<file path="config.mk">
export PLATFORM = sky130hd
export DESIGN_NAME = i2f_fifo
export DESIGN_NICKNAME = d
export VERILOG_FILES = /design/src/hw/i2f_pkg.sv /design/src/hw/i2f_fifo.sv
export SDC_FILE = /design/constraint.sdc
export NUM_CORES = 1
export LEC_CHECK = 0
export ABC_AREA = 1
export BUFFER_PORTS_ARGS = -buffer_cell sky130_fd_sc_hd__clkbuf_2
export CORE_MARGIN = 2
export CORE_UTILIZATION = 50
export CTS_CLUSTER_DIAMETER = 60
export CTS_CLUSTER_SIZE = 16
export DETAILED_ROUTE_END_ITERATION = 16
export PLACE_DENSITY = 0.79
export SETUP_SLACK_MARGIN = 0.05
export SYNTH_ARGS = -nofsm -noshare
export SYNTH_HDL_FRONTEND = slang
export SYNTH_SLANG_ARGS = --single-unit
export TNS_END_PERCENT = 100
</file>
<file path="constraint.sdc">
create_clock -name clk_i -period 4.5 [get_ports clk_i]
set_input_delay 0.9 -clock clk_i [delete_from_list [all_inputs] [get_ports clk_i]]
set_output_delay 0.9 -clock clk_i [all_outputs]
set_load 0.005 [all_outputs]
</file>
<file path="src/hw/i2f_pkg.sv">
package i2f_pkg;

  // ------------------------------
  // Widths
  // ------------------------------
  localparam int unsigned INT_WIDTH   = 32;  // Integer operand and magnitude
  localparam int unsigned EXP_BITS    = 8;   // Single precision exponent
  localparam int unsigned MAN_BITS    = 23;  // Stored mantissa, hidden bit excluded
  localparam int unsigned FP_WIDTH    = 32;  // Sign + exponent + mantissa
  localparam int unsigned FP_BIAS     = 127;
  localparam int unsigned SHAMT_WIDTH = 5;   // Enough for a 0..31 leading-zero count
  localparam int unsigned TAG_WIDTH   = 4;

  // ------------------------------
  // Encodings
  // ------------------------------
  // Source integer format
  typedef enum logic [1:0] {
    INT8  = 2'd0,
    INT16 = 2'd1,
    INT32 = 2'd2
  } int_fmt_e;

  // Rounding mode, RISC-V frm encoding
  typedef enum logic [2:0] {
    RNE = 3'b000,  // Nearest, ties to even
    RTZ = 3'b001,  // Toward zero
    RDN = 3'b010,  // Toward -inf
    RUP = 3'b011,  // Toward +inf
    RMM = 3'b100   // Nearest, ties away from zero
  } round_mode_e;

  // Number of significant bits for a source format
  function automatic int unsigned int_width(int_fmt_e fmt);
    case (fmt)
      INT8:    return 8;
      INT16:   return 16;
      default: return 32;  // INT32 and unused code
    endcase
  endfunction

endpackage

</file>
<file path="src/hw/i2f_fifo.sv">
`timescale 1ns/1ps

module i2f_fifo
  import i2f_pkg::*;
#(
  parameter int unsigned FifoDepth = 4
) (
  input  logic                 clk_i,
  input  logic                 rst_n_i,
  // Write side
  input  logic                 wr_valid_i,
  output logic                 wr_ready_o,
  input  logic                 wr_sign_i,
  input  logic [INT_WIDTH-1:0] wr_magnitude_i,
  input  round_mode_e          wr_rnd_mode_i,
  input  logic [TAG_WIDTH-1:0] wr_tag_i,
  // Read side
  output logic                 rd_valid_o,
  input  logic                 rd_ready_i,
  output logic                 rd_sign_o,
  output logic [INT_WIDTH-1:0] rd_magnitude_o,
  output round_mode_e          rd_rnd_mode_o,
  output logic [TAG_WIDTH-1:0] rd_tag_o
);

  localparam int unsigned PtrWidth = $clog2(FifoDepth);
  localparam int unsigned CntWidth = $clog2(FifoDepth + 1);

  // Storage, one slot per entry
  logic                 sign_mem [FifoDepth];
  logic [INT_WIDTH-1:0] mag_mem  [FifoDepth];
  round_mode_e          mode_mem [FifoDepth];
  logic [TAG_WIDTH-1:0] tag_mem  [FifoDepth];

  logic [PtrWidth-1:0]  wr_ptr_q;
  logic [PtrWidth-1:0]  rd_ptr_q;
  logic [CntWidth-1:0]  count_q;   // Occupancy, 0..FifoDepth
  logic                 push;
  logic                 pop;

  // ------------------------------
  // Flags and handshake
  // ------------------------------
  assign wr_ready_o = (count_q != CntWidth'(FifoDepth));  // Full blocks even with a pop
  assign rd_valid_o = (count_q != '0);
  assign push       = wr_valid_i & wr_ready_o;
  assign pop        = rd_valid_o & rd_ready_i;

  // ------------------------------
  // Pointers and count
  // ------------------------------
  always_ff @(posedge clk_i) begin
    if (!rst_n_i) begin
      wr_ptr_q <= '0;
      rd_ptr_q <= '0;
      count_q  <= '0;
    end else begin
      if (push) begin  // Explicit wrap, depth need not be a power of two
        wr_ptr_q <= (wr_ptr_q == PtrWidth'(FifoDepth - 1)) ? '0 : wr_ptr_q + 1'b1;
      end
      if (pop) begin
        rd_ptr_q <= (rd_ptr_q == PtrWidth'(FifoDepth - 1)) ? '0 : rd_ptr_q + 1'b1;
      end
      case ({push, pop})
        2'b10:   count_q <= count_q + 1'b1;
        2'b01:   count_q <= count_q - 1'b1;
        default: count_q <= count_q;  // Idle or push+pop
      endcase
    end
  end

  // Write port
  always_ff @(posedge clk_i) begin
    if (push) begin
      sign_mem[wr_ptr_q] <= wr_sign_i;
      mag_mem[wr_ptr_q]  <= wr_magnitude_i;
      mode_mem[wr_ptr_q] <= wr_rnd_mode_i;
      tag_mem[wr_ptr_q]  <= wr_tag_i;
    end
  end

  // Head of queue, registered entries only
  assign rd_sign_o      = sign_mem[rd_ptr_q];
  assign rd_magnitude_o = mag_mem[rd_ptr_q];
  assign rd_rnd_mode_o  = mode_mem[rd_ptr_q];
  assign rd_tag_o       = tag_mem[rd_ptr_q];

endmodule

</file>
==> results.md <==
* Count leader, synth: edfxtp_1
* Area delta synth->final at 15.8%
* Standard-cell row count at 41
* Number of synthesized flops with an enable pin at between 150 and 200
* Fin crit share at 0.695
* Overall Global Routing Usage at 0.187
* Primary FF master, synth: edfxtp_1
* Fmax at 320 MHz
* Vias in the first global route at approximately 4.0k
* Clk sinks at between 150 and 200
* Pre-antenna DRT Iters at 4
* # port buffers at 85
* Die area at roughly 14000 µm²
* Clock Root Buffer: clkbuf_16
* Final non-filler cell area at about 7600 µm²
* Seq/Total Area, Yosys at 0.762
* VDD IR max at roughly 0.00027 V
* Slew Limit Fails at 0
* Die height at between 100 and 150 µm
* Setup tns final at 0 ns
* Final min period at between 3 and 4 ns
* WP data required at 3.60 ns
* Worst setup path class: register to output pin
* Net Sw Frac at 0.297
* Worst-margin pin slew at about 0.81 ns
* DP HPWL at ~7.6 mm
* Setup bufs post-CTS at 0
* Longest Clk Path Bufs at 2
* Multi-input logic area at between 1000 and 1500 µm²
* Yosys warning total at 0
* Post-Syn Area per Cell at 14.3 µm²
* Commonest cells post-synth: edfxtp_1, nor2_1, o21ai_0, o22ai_1, o21ai_1
* Pin count of the biggest net entering global routing at just over 80
* Max Cap Violations at 0
* Clock power frac at 0.309
* Total number of vias at approximately 3.9k
* Clk pin slew, worst setup/hold paths at 0.06 ns
* Max H-tree Level at 4
* Finished Layout Cells at about 730
* Layer with the highest usage: met2
* Gate power share at 0.238
* Residual DRC at 0
* Initial antenna violation count at 0
* Ys async rst share at 0
* Die Span X at approximately 120 µm
* Unrepaired setup endpoints after global routing: no
* Sequential share of power at 0.454
* Filler cell count at approximately 1000
* GR Util met1 at 0.233
* Status: completed
* Cell area after synthesis at 6540 µm²
* Largest cells by area after synthesis: edfxtp_1, nor2_1, o22ai_1
* GRT Residual Overflow at 0
* N_diodes at 0
* # nets final at roughly 590
* CTS tree: yes
* Total power at about 4.4 mW
* Setup violations, final at 0
* Post-synth top area share at 0.734
* Critical Path End Type: output pin
* Fin Clk Skew at about 0.005 ns
* Critical Path Fanout Max at 34
* Internal power at between 3 and 4 mW
* Initial Utilization at 0.514
* Crit start category: register
* Placed cells at approximately 700
* Hold Buf Count CTS at 0
* Met3 track demand over resource at 0.0613
* I/O pin total at 86
* Global routing usage on met2 at 0.304
* Hold Path Class: register to register
* Register area at roughly 5000 µm²
* Resize count post-CTS at 0
* Post-DR wirelength/cell at between 15 and 20 µm
* Placer Congestion at 0.741
* Placed inst area at 7010 µm²
* Gate Count Post-Synth at roughly 460
* Synth unique cells at 22
* Clk_lat worst skew at 0.42 ns
* Via density at around 5.4
* CORE AREA at around 13000 µm²
* PD cells at 582 nW/µm²
* Antenna-violating nets left at 0
* First-pass GRT wire length at about 20 mm
* Relative slew slack at 0.459
* Drt first-iter violations at between 200 and 300
* Fin. Hold Viols at 0
* Count of state elements after synthesis at 169
* Total Wirelength at between 10 and 15 mm
* CP arrival at around 2.2 ns
* Share of layout cells above drive strength 1 at 0.236
* P_leak at about 2.7 nW
* Inserted Clock Buffers at 17
* Yosys top cell by area: edfxtp_1
* Sw power at between 1 and 1.5 mW
* Net Count, Synth at between 500 and 600
-- sequential cells by signal, summed over array words and instances (netlist names), named ones only --
signal / flops
wr_ptr_q: 2
count_q: 3
rd_ptr_q: 2
mag_mem: 128
mode_mem: 12
tag_mem: 16
sign_mem: 4
-- routing by layer --
metal / vias up / wire (µm)
li1: 1860 / -
met1: 1932 / 5310
met2: 134 / 6200
met3: 17 / 964
met4: 0 / 222
met5: - / 0
-- worst max-delay path, cell delays in order, from the launching register on --
cell and delay, ns:
dfxtp_2 0.71, buf_4 0.43, o21ai_0 0.17, o22ai_1 0.31, clkbuf_2 0.17
-- final cells by class --
type,count,area share
clock buffer,26,0.0703
sequential,169,0.658
tap,172,0.0284
timing repair buffer,93,0.0641
clock inverter,6,0.00479
inverter,17,0.0101
multi-input combinational,245,0.164
-- cells in the final DEF, fill, tap and decap left out, types with 2 or more instances in the layout --
cell,count
clkbuf_1,5
clkbuf_2,85
o21ai_2,2
dfxtp_2,2
o22ai_1,40
o21ai_1,38
buf_4,8
a21oi_1,3
ha_1,6
nand2_2,2
nor2_4,4
edfxtp_1,160
clkinv_2,4
clkbuf_16,20
inv_1,15
nor2_1,91
nand2_1,13
o21ai_0,42
dfxtp_1,7
-- logic make-up (layout without fill, tap and decap cells) --
kind of cell	count (synthesis)	after routing	synth area share
buffers and inverters	42	142	0.0524
AO/OA/AOI/OAI	125	125	0.104
AND/OR/NAND/NOR	113	113	0.0667
adder cells (fa/ha/maj)	7	7	0.0145
flip-flops	169	169	0.762
-- path summary, 6_finish.rpt --
check | start | end | slack, ns | cells after the start
max reg2reg | count_q[1] | mode_mem[2][0] | 2.41 | 5
min | rd_ptr_q[1] | register | 0.56 | 2
max | register | rd_magnitude_o[22] | 1.37 | 4
min reg2reg | rd_ptr_q[1] | register | 0.56 | 2
-- through the flow --
step	utilization	worst slack [ns]	hold WS [ns]
6_report	0.596	1.37	0.557
5_1_grt	0.596	1.23	0.582
2_1_floorplan	-	1.36	0.483
4_1_cts	0.596	1.38	0.559
3_3_place_gp	0.551	1.93	0.523
3_5_place_dp	0.551	1.85	0.556
-- power by group through the flow --
stage	clock, mW	combinational, mW	sequential [mW]
2_1_floorplan	0	0.776	1.97
3_3_place_gp	0	1.02	2.02
3_5_place_dp	0	1.05	2.03
4_1_cts	1.39	1.06	2.00
5_1_grt	1.46	1.17	2.02
6_report	1.36	1.05	2.00
Note: power is estimated with default switching activity, not from simulation.
