===== config.mk =====
export PLATFORM = sky130hd
export DESIGN_NAME = i2f_cast_core
export DESIGN_NICKNAME = d
export VERILOG_FILES = /design/src/hw/i2f_pkg.sv /design/src/hw/i2f_cast_core.sv /design/src/hw/i2f_lzc.sv /design/src/hw/i2f_rounder.sv
export SDC_FILE = /design/constraint.sdc
export NUM_CORES = 1
export LEC_CHECK = 0
export ABC_AREA = 1
export BUFFER_PORTS_ARGS = -buffer_cell sky130_fd_sc_hd__buf_2
export CELL_PAD_IN_SITES_DETAIL_PLACEMENT = 0
export CELL_PAD_IN_SITES_GLOBAL_PLACEMENT = 1
export CORE_MARGIN = 3
export CORE_UTILIZATION = 43
export DETAILED_ROUTE_END_ITERATION = 10
export PLACE_DENSITY_LB_ADDON = 0.1
export REMOVE_ABC_BUFFERS = 1
export SYNTH_ARGS = -nofsm -noshare
export SYNTH_HDL_FRONTEND = slang
export SYNTH_SLANG_ARGS = --single-unit

===== constraint.sdc =====
create_clock -name clk_i -period 11.55 [get_ports clk_i]
set_input_delay 0.5775 -clock clk_i [delete_from_list [all_inputs] [get_ports clk_i]]
set_output_delay 0.5775 -clock clk_i [all_outputs]
set_load 0.02 [all_outputs]

===== src/hw/i2f_pkg.sv =====
package i2f_pkg;

  // ------------------------------
  // Widths
  // ------------------------------
  localparam int unsigned INT_WIDTH   = 32;  // Integer operand and magnitude
  localparam int unsigned EXP_BITS    = 8;   // Single precision exponent
  localparam int unsigned MAN_BITS    = 23;  // Stored mantissa, hidden bit excluded
  localparam int unsigned FP_WIDTH    = 32;  // Sign + exponent + mantissa
  localparam int unsigned FP_BIAS     = 127;
  localparam int unsigned SHAMT_WIDTH = 5;   // Enough for a 0..31 leading-zero count
  localparam int unsigned TAG_WIDTH   = 4;

  // ------------------------------
  // Encodings
  // ------------------------------
  // Source integer format
  typedef enum logic [1:0] {
    INT8  = 2'd0,
    INT16 = 2'd1,
    INT32 = 2'd2
  } int_fmt_e;

  // Rounding mode, RISC-V frm encoding
  typedef enum logic [2:0] {
    RNE = 3'b000,  // Nearest, ties to even
    RTZ = 3'b001,  // Toward zero
    RDN = 3'b010,  // Toward -inf
    RUP = 3'b011,  // Toward +inf
    RMM = 3'b100   // Nearest, ties away from zero
  } round_mode_e;

  // Number of significant bits for a source format
  function automatic int unsigned int_width(int_fmt_e fmt);
    case (fmt)
      INT8:    return 8;
      INT16:   return 16;
      default: return 32;  // INT32 and unused code
    endcase
  endfunction

endpackage


===== src/hw/i2f_cast_core.sv =====
`timescale 1ns/1ps

module i2f_cast_core
  import i2f_pkg::*;
(
  input  logic                 clk_i,
  input  logic                 rst_n_i,
  // FIFO head
  input  logic                 in_valid_i,
  output logic                 in_ready_o,
  input  logic                 sign_i,
  input  logic [INT_WIDTH-1:0] magnitude_i,
  input  round_mode_e          rnd_mode_i,
  input  logic [TAG_WIDTH-1:0] tag_i,
  // Result side
  output logic [FP_WIDTH-1:0]  result_o,
  output logic                 inexact_o,
  output logic [TAG_WIDTH-1:0] tag_o,
  output logic                 out_valid_o,
  input  logic                 out_ready_i
);

  logic [SHAMT_WIDTH-1:0]       lz_count;
  logic                         mag_zero;
  logic [INT_WIDTH-1:0]         norm_mag;      // Leading one at the MSB
  logic [EXP_BITS-1:0]          pre_exp;
  logic [MAN_BITS-1:0]          pre_man;
  logic                         guard;
  logic                         sticky;
  logic [EXP_BITS+MAN_BITS-1:0] pre_round_abs;
  logic [EXP_BITS+MAN_BITS-1:0] rounded_abs;
  logic                         round_inexact;
  logic                         res_sign;
  logic [FP_WIDTH-1:0]          result_d;

  logic                         valid_q;
  logic [FP_WIDTH-1:0]          result_q;
  logic                         inexact_q;
  logic [TAG_WIDTH-1:0]         tag_q;

  // ------------------------------
  // Normalization
  // ------------------------------
  i2f_lzc i_lzc (
    .value_i (magnitude_i),
    .count_o (lz_count),
    .zero_o  (mag_zero)
  );

  assign norm_mag = magnitude_i << lz_count;

  // Hidden bit is norm_mag[31], dropped here
  assign pre_man = norm_mag[INT_WIDTH-2 -: MAN_BITS];
  assign guard   = norm_mag[INT_WIDTH-MAN_BITS-2];
  assign sticky  = |norm_mag[INT_WIDTH-MAN_BITS-3:0];

  // Value is 1.m * 2^(31 - count), biased
  always_comb begin
    if (mag_zero) begin
      pre_exp = '0;  // Zero encodes with a zero exponent
    end else begin
      pre_exp = EXP_BITS'(FP_BIAS + INT_WIDTH - 1) - EXP_BITS'(lz_count);
    end
  end

  assign pre_round_abs = {pre_exp, pre_man};
  assign res_sign      = sign_i & ~mag_zero;  // Zero is always +0

  // ------------------------------
  // Rounding
  // ------------------------------
  i2f_rounder i_rounder (
    .abs_value_i   (pre_round_abs),
    .sign_i        (res_sign),
    .guard_i       (guard),
    .sticky_i      (sticky),
    .rnd_mode_i    (rnd_mode_i),
    .abs_rounded_o (rounded_abs),
    .inexact_o     (round_inexact)
  );

  assign result_d = {res_sign, rounded_abs};

  // ------------------------------
  // Output register
  // ------------------------------
  assign in_ready_o = ~valid_q | out_ready_i;  // Empty or draining

  always_ff @(posedge clk_i) begin
    if (!rst_n_i) begin
      valid_q <= 1'b0;
    end else if (in_ready_o) begin
      valid_q <= in_valid_i;
    end
  end

  // Held stable while stalled
  always_ff @(posedge clk_i) begin
    if (in_valid_i && in_ready_o) begin
      result_q  <= result_d;
      inexact_q <= round_inexact;
      tag_q     <= tag_i;
    end
  end

  assign out_valid_o = valid_q;
  assign result_o    = result_q;
  assign inexact_o   = inexact_q;
  assign tag_o       = tag_q;

endmodule


===== src/hw/i2f_lzc.sv =====
`timescale 1ns/1ps

module i2f_lzc
  import i2f_pkg::*;
(
  input  logic [INT_WIDTH-1:0]   value_i,
  output logic [SHAMT_WIDTH-1:0] count_o,
  output logic                   zero_o
);

  // ------------------------------
  // Priority search
  // ------------------------------
  // Scan upward so the highest set bit wins
  always_comb begin
    count_o = '0;  // Also the count for an all-zero value
    for (int unsigned i = 0; i < INT_WIDTH; i++) begin
      if (value_i[i]) begin
        count_o = SHAMT_WIDTH'(INT_WIDTH - 1 - i);
      end
    end
  end

  // No leading one at all
  assign zero_o = ~|value_i;

endmodule


===== src/hw/i2f_rounder.sv =====
`timescale 1ns/1ps

module i2f_rounder
  import i2f_pkg::*;
(
  input  logic [EXP_BITS+MAN_BITS-1:0] abs_value_i,  // Packed exponent and mantissa
  input  logic                         sign_i,
  input  logic                         guard_i,      // First dropped bit
  input  logic                         sticky_i,     // OR of the rest
  input  round_mode_e                  rnd_mode_i,
  output logic [EXP_BITS+MAN_BITS-1:0] abs_rounded_o,
  output logic                         inexact_o
);

  logic round_up;
  logic lost;  // Any dropped bit set

  assign lost = guard_i | sticky_i;

  // ------------------------------
  // Round-up decision
  // ------------------------------
  always_comb begin
    case (rnd_mode_i)
      RNE:     round_up = guard_i & (sticky_i | abs_value_i[0]);  // Tie goes to even lsb
      RTZ:     round_up = 1'b0;
      RDN:     round_up = lost & sign_i;    // Magnitude grows for negatives
      RUP:     round_up = lost & ~sign_i;   // Magnitude grows for positives
      RMM:     round_up = guard_i;          // Ties away from zero
      default: round_up = 1'b0;             // Reserved encodings truncate
    endcase
  end

  // Mantissa overflow carries straight into the exponent field
  assign abs_rounded_o = abs_value_i + {{(EXP_BITS+MAN_BITS-1){1'b0}}, round_up};
  assign inexact_o     = lost;

endmodule


==> impl_metrics.toml <==
[clocking]
h-tree-depth = 2
cts_tree = "yes"
clock_latency_ns = 0.28
postCtsSetupBuffers = 0
cts_buffers = 5
cts_sinks = 38
max-clock-path-buffers = 2
clock-root-buffer = "clkbuf_16"
ctsHoldBuffers = 0
cts-resized-gates = 0
clkTransAtPathRegs_ns = 0.05

[finish]
diodes = 0
num-nets-final = 934
area_growth_syn_to_layout_pct = 13.1
final_common_cell = "nand2_1"
layout-drive-gt1-share_pct = 17.0
final_cell_mix = "nand2_1, nand3_1, buf_2"

[power_and_ir_drop]
sw_frac_of_total_pct = 39.0
p_comb_share_pct = 40.4
power.internal_mw = 0.332
p_clk_share_pct = 28.3
p_leak_nw = 2.62
seq_power_share_pct = 31.3
p_switching_mw = 0.212
p_per_area_mw_per_mm2 = 99.3
ir_drop_uv = 71.6

[worst_setup_path]
crit_start = "magnitude_i[0]"
path_class = "input port to register"
cp_top_family = "simple AND/OR/NAND/NOR gates"
arrival_ns = 5.36
cp.required_ns = 11.57
end_kind = "register"
critPathLaunchType = "input port"
path_buf_inv = 6
worstPathMaxFanout = 39
crit_path_top_delay_cell = "clkinv_1"
r2r_start = "out_valid_o$_SDFFE_PN0N_"
slowest_delay_ns = 0.92

[route]
vias = 5799
dr.pass1.iters = 5
drc = 0
totalWireLength_mm = 17.1
drt-initial-drc-count = 596
via_per_inst = 5.65
wl_per_cell_um = 16.6
ant_nets = 0

[run]
maxCapViolCount = 0

[logic_synthesis]
synth-simple-area-share_pct = 60.9
avgSynthCellArea_um2 = 5.88
synth_top_family_by_area = "simple AND/OR/NAND/NOR gates"
synth-compound-area-share_pct = 2.35
synthArstFlopShare_pct = 0
synth-edff-count = 37
synthCells = 824
yosysWarnings = 0
post_synth_fa_ha_maj_area_fraction_pct = 1.03
yosys.cell_types.count = 39
synthXorXnorAreaFrac_pct = 2.71
muxShareOfSynthArea_pct = 0
ys_seq_elements = 38
synth_flop_cell = "edfxtp_1"
synth_area_mm2 = 0.00484
seq_area_frac_synth_pct = 23.4

[place]
gp_congestion = 0.983
dpl.hpwl_mm = 13.2
dp_slack_ns = 5.99
place.port_buffers = 82

[global_route]
antenna_found_initial = 0
grt.overflow.total = 0
grt_pass1_vias = 5254
met3_usage_pct = 3.56
met1_usage_pct = 40.8
top_usage_layer = "met1"
grt_use_total_pct = 26.7
grt_pass1_wl_mm = 27.5
use_met2_pct = 40.7
grt_max_degree = 41

[timing]
max_freq_mhz = 187
finalCriticalPeriod_ns = 5.34
hold_viol = 0
fin_tns_setup_ns = 0
drv_slew = 0
rsz0062_at_grt = "no"
worst_pin_slew_ns = 1.18
period_share_pct = 46.2
timing.slew.headroom_pct = 21.3
timing.final.ws_setup_ns = 6.21
setup_viol = 0
finClkSkew_ns = 0.00481

[hold_path]
hp-class = "input port to register"
holdCritStartpoint = "tag_i[3]"

[floorplan]
die_y_um = 112
initial_core_util_pct = 44.3
io_pins = 83
dieWidth_um = 112
std_cell_rows = 38
die_area_mm2 = 0.0126
coreArea_mm2 = 0.0109

[run_status]
run_status = "finished clean"
[flip-flops by register name (all words and copies together), names as in the netlist]
name,count
result_o,32
inexact_o,1
tag_o,4
out_valid_o,1
[synthesized netlist by cell type, types with 2 or more instances]
cell type / instances / area share (%)
o21ai_0: 4 / 0.41
nor3_2: 3 / 0.62
nand2_2: 15 / 1.9
buf_2: 9 / 0.93
xor2_1: 12 / 2.2
nor2_2: 10 / 1.3
nand3_2: 4 / 0.83
nand4_1: 12 / 1.6
nor2_4: 6 / 1.4
nand3_1: 236 / 24
buf_6: 3 / 0.70
nand2_1: 266 / 21
edfxtp_1: 37 / 23
ha_1: 4 / 1.0
nand2_8: 2 / 0.83
inv_1: 64 / 5.0
clkinv_1: 3 / 0.23
nor4_1: 2 / 0.26
xnor2_1: 3 / 0.54
clkbuf_1: 14 / 1.1
a21oi_1: 8 / 0.83
inv_2: 10 / 0.78
nor3_1: 9 / 0.93
buf_1: 6 / 0.47
nor2_1: 68 / 5.3
[logic make-up after synthesis]
family	count (synthesis)
flip-flops	38
AO/OA/AOI/OAI	18
XOR/XNOR	15
adder cells (fa/ha/maj)	4
buffers and inverters	111
AND/OR/NAND/NOR	638
[worst paths after layout]
kind	endpoint	slack, ns	cells after the start
worst min register to register	out_valid_o$_SDFFE_PN0N_	0.57	2
worst min-delay path	tag_o[3]$_DFFE_PP_	0.47	1
worst max register to register	result_o[15]$_DFFE_PP_	9.87	1
worst max-delay path	result_o[16]$_DFFE_PP_	6.21	26
[per-layer routing]
layer	up-vias	part of all wire, %
met5	-	0
met4	0	1.2
met3	23	8.4
met2	281	43
met1	2650	47
li1	2845	-
[area by class of cell]
| cell class | count | area [µm²] |
|---|---|---|
| Clock buffer | 7 | 133 |
| Timing Repair Buffer | 89 | 463 |
| Clock inverter | 1 | 30.0 |
| Inverter | 77 | 289 |
| Sequential cell | 38 | 1130 |
| Tap cell | 140 | 175 |
| Multi-Input combinational cell | 675 | 3260 |
| Fill cell | 1197 | 5460 |
[through the flow]
stage	instance area [µm²]	total power, mW	hold WS [ns]	instances	utilization [%]
after global routing	5480	0.575	0.469	1027	50.1
final	5480	0.544	0.474	1027	50.1
after global placement	5320	0.387	0.521	1019	48.6
after floorplan	4670	0.318	0.676	790	-
after detailed placement	5320	0.387	0.572	1019	48.6
after CTS	5480	0.541	0.475	1027	50.1
[power by group through the flow]
| stage | logic [mW] | registers (mW) | clock network, mW |
|---|---|---|---|
| 3_3_place_gp | 0.215 | 0.172 | 0 |
| 4_1_cts | 0.216 | 0.170 | 0.154 |
| 3_5_place_dp | 0.214 | 0.173 | 0 |
| 2_1_floorplan | 0.130 | 0.188 | 0 |
| 5_1_grt | 0.242 | 0.171 | 0.162 |
| 6_report | 0.220 | 0.170 | 0.154 |
(Power assumes the default switching activity.)
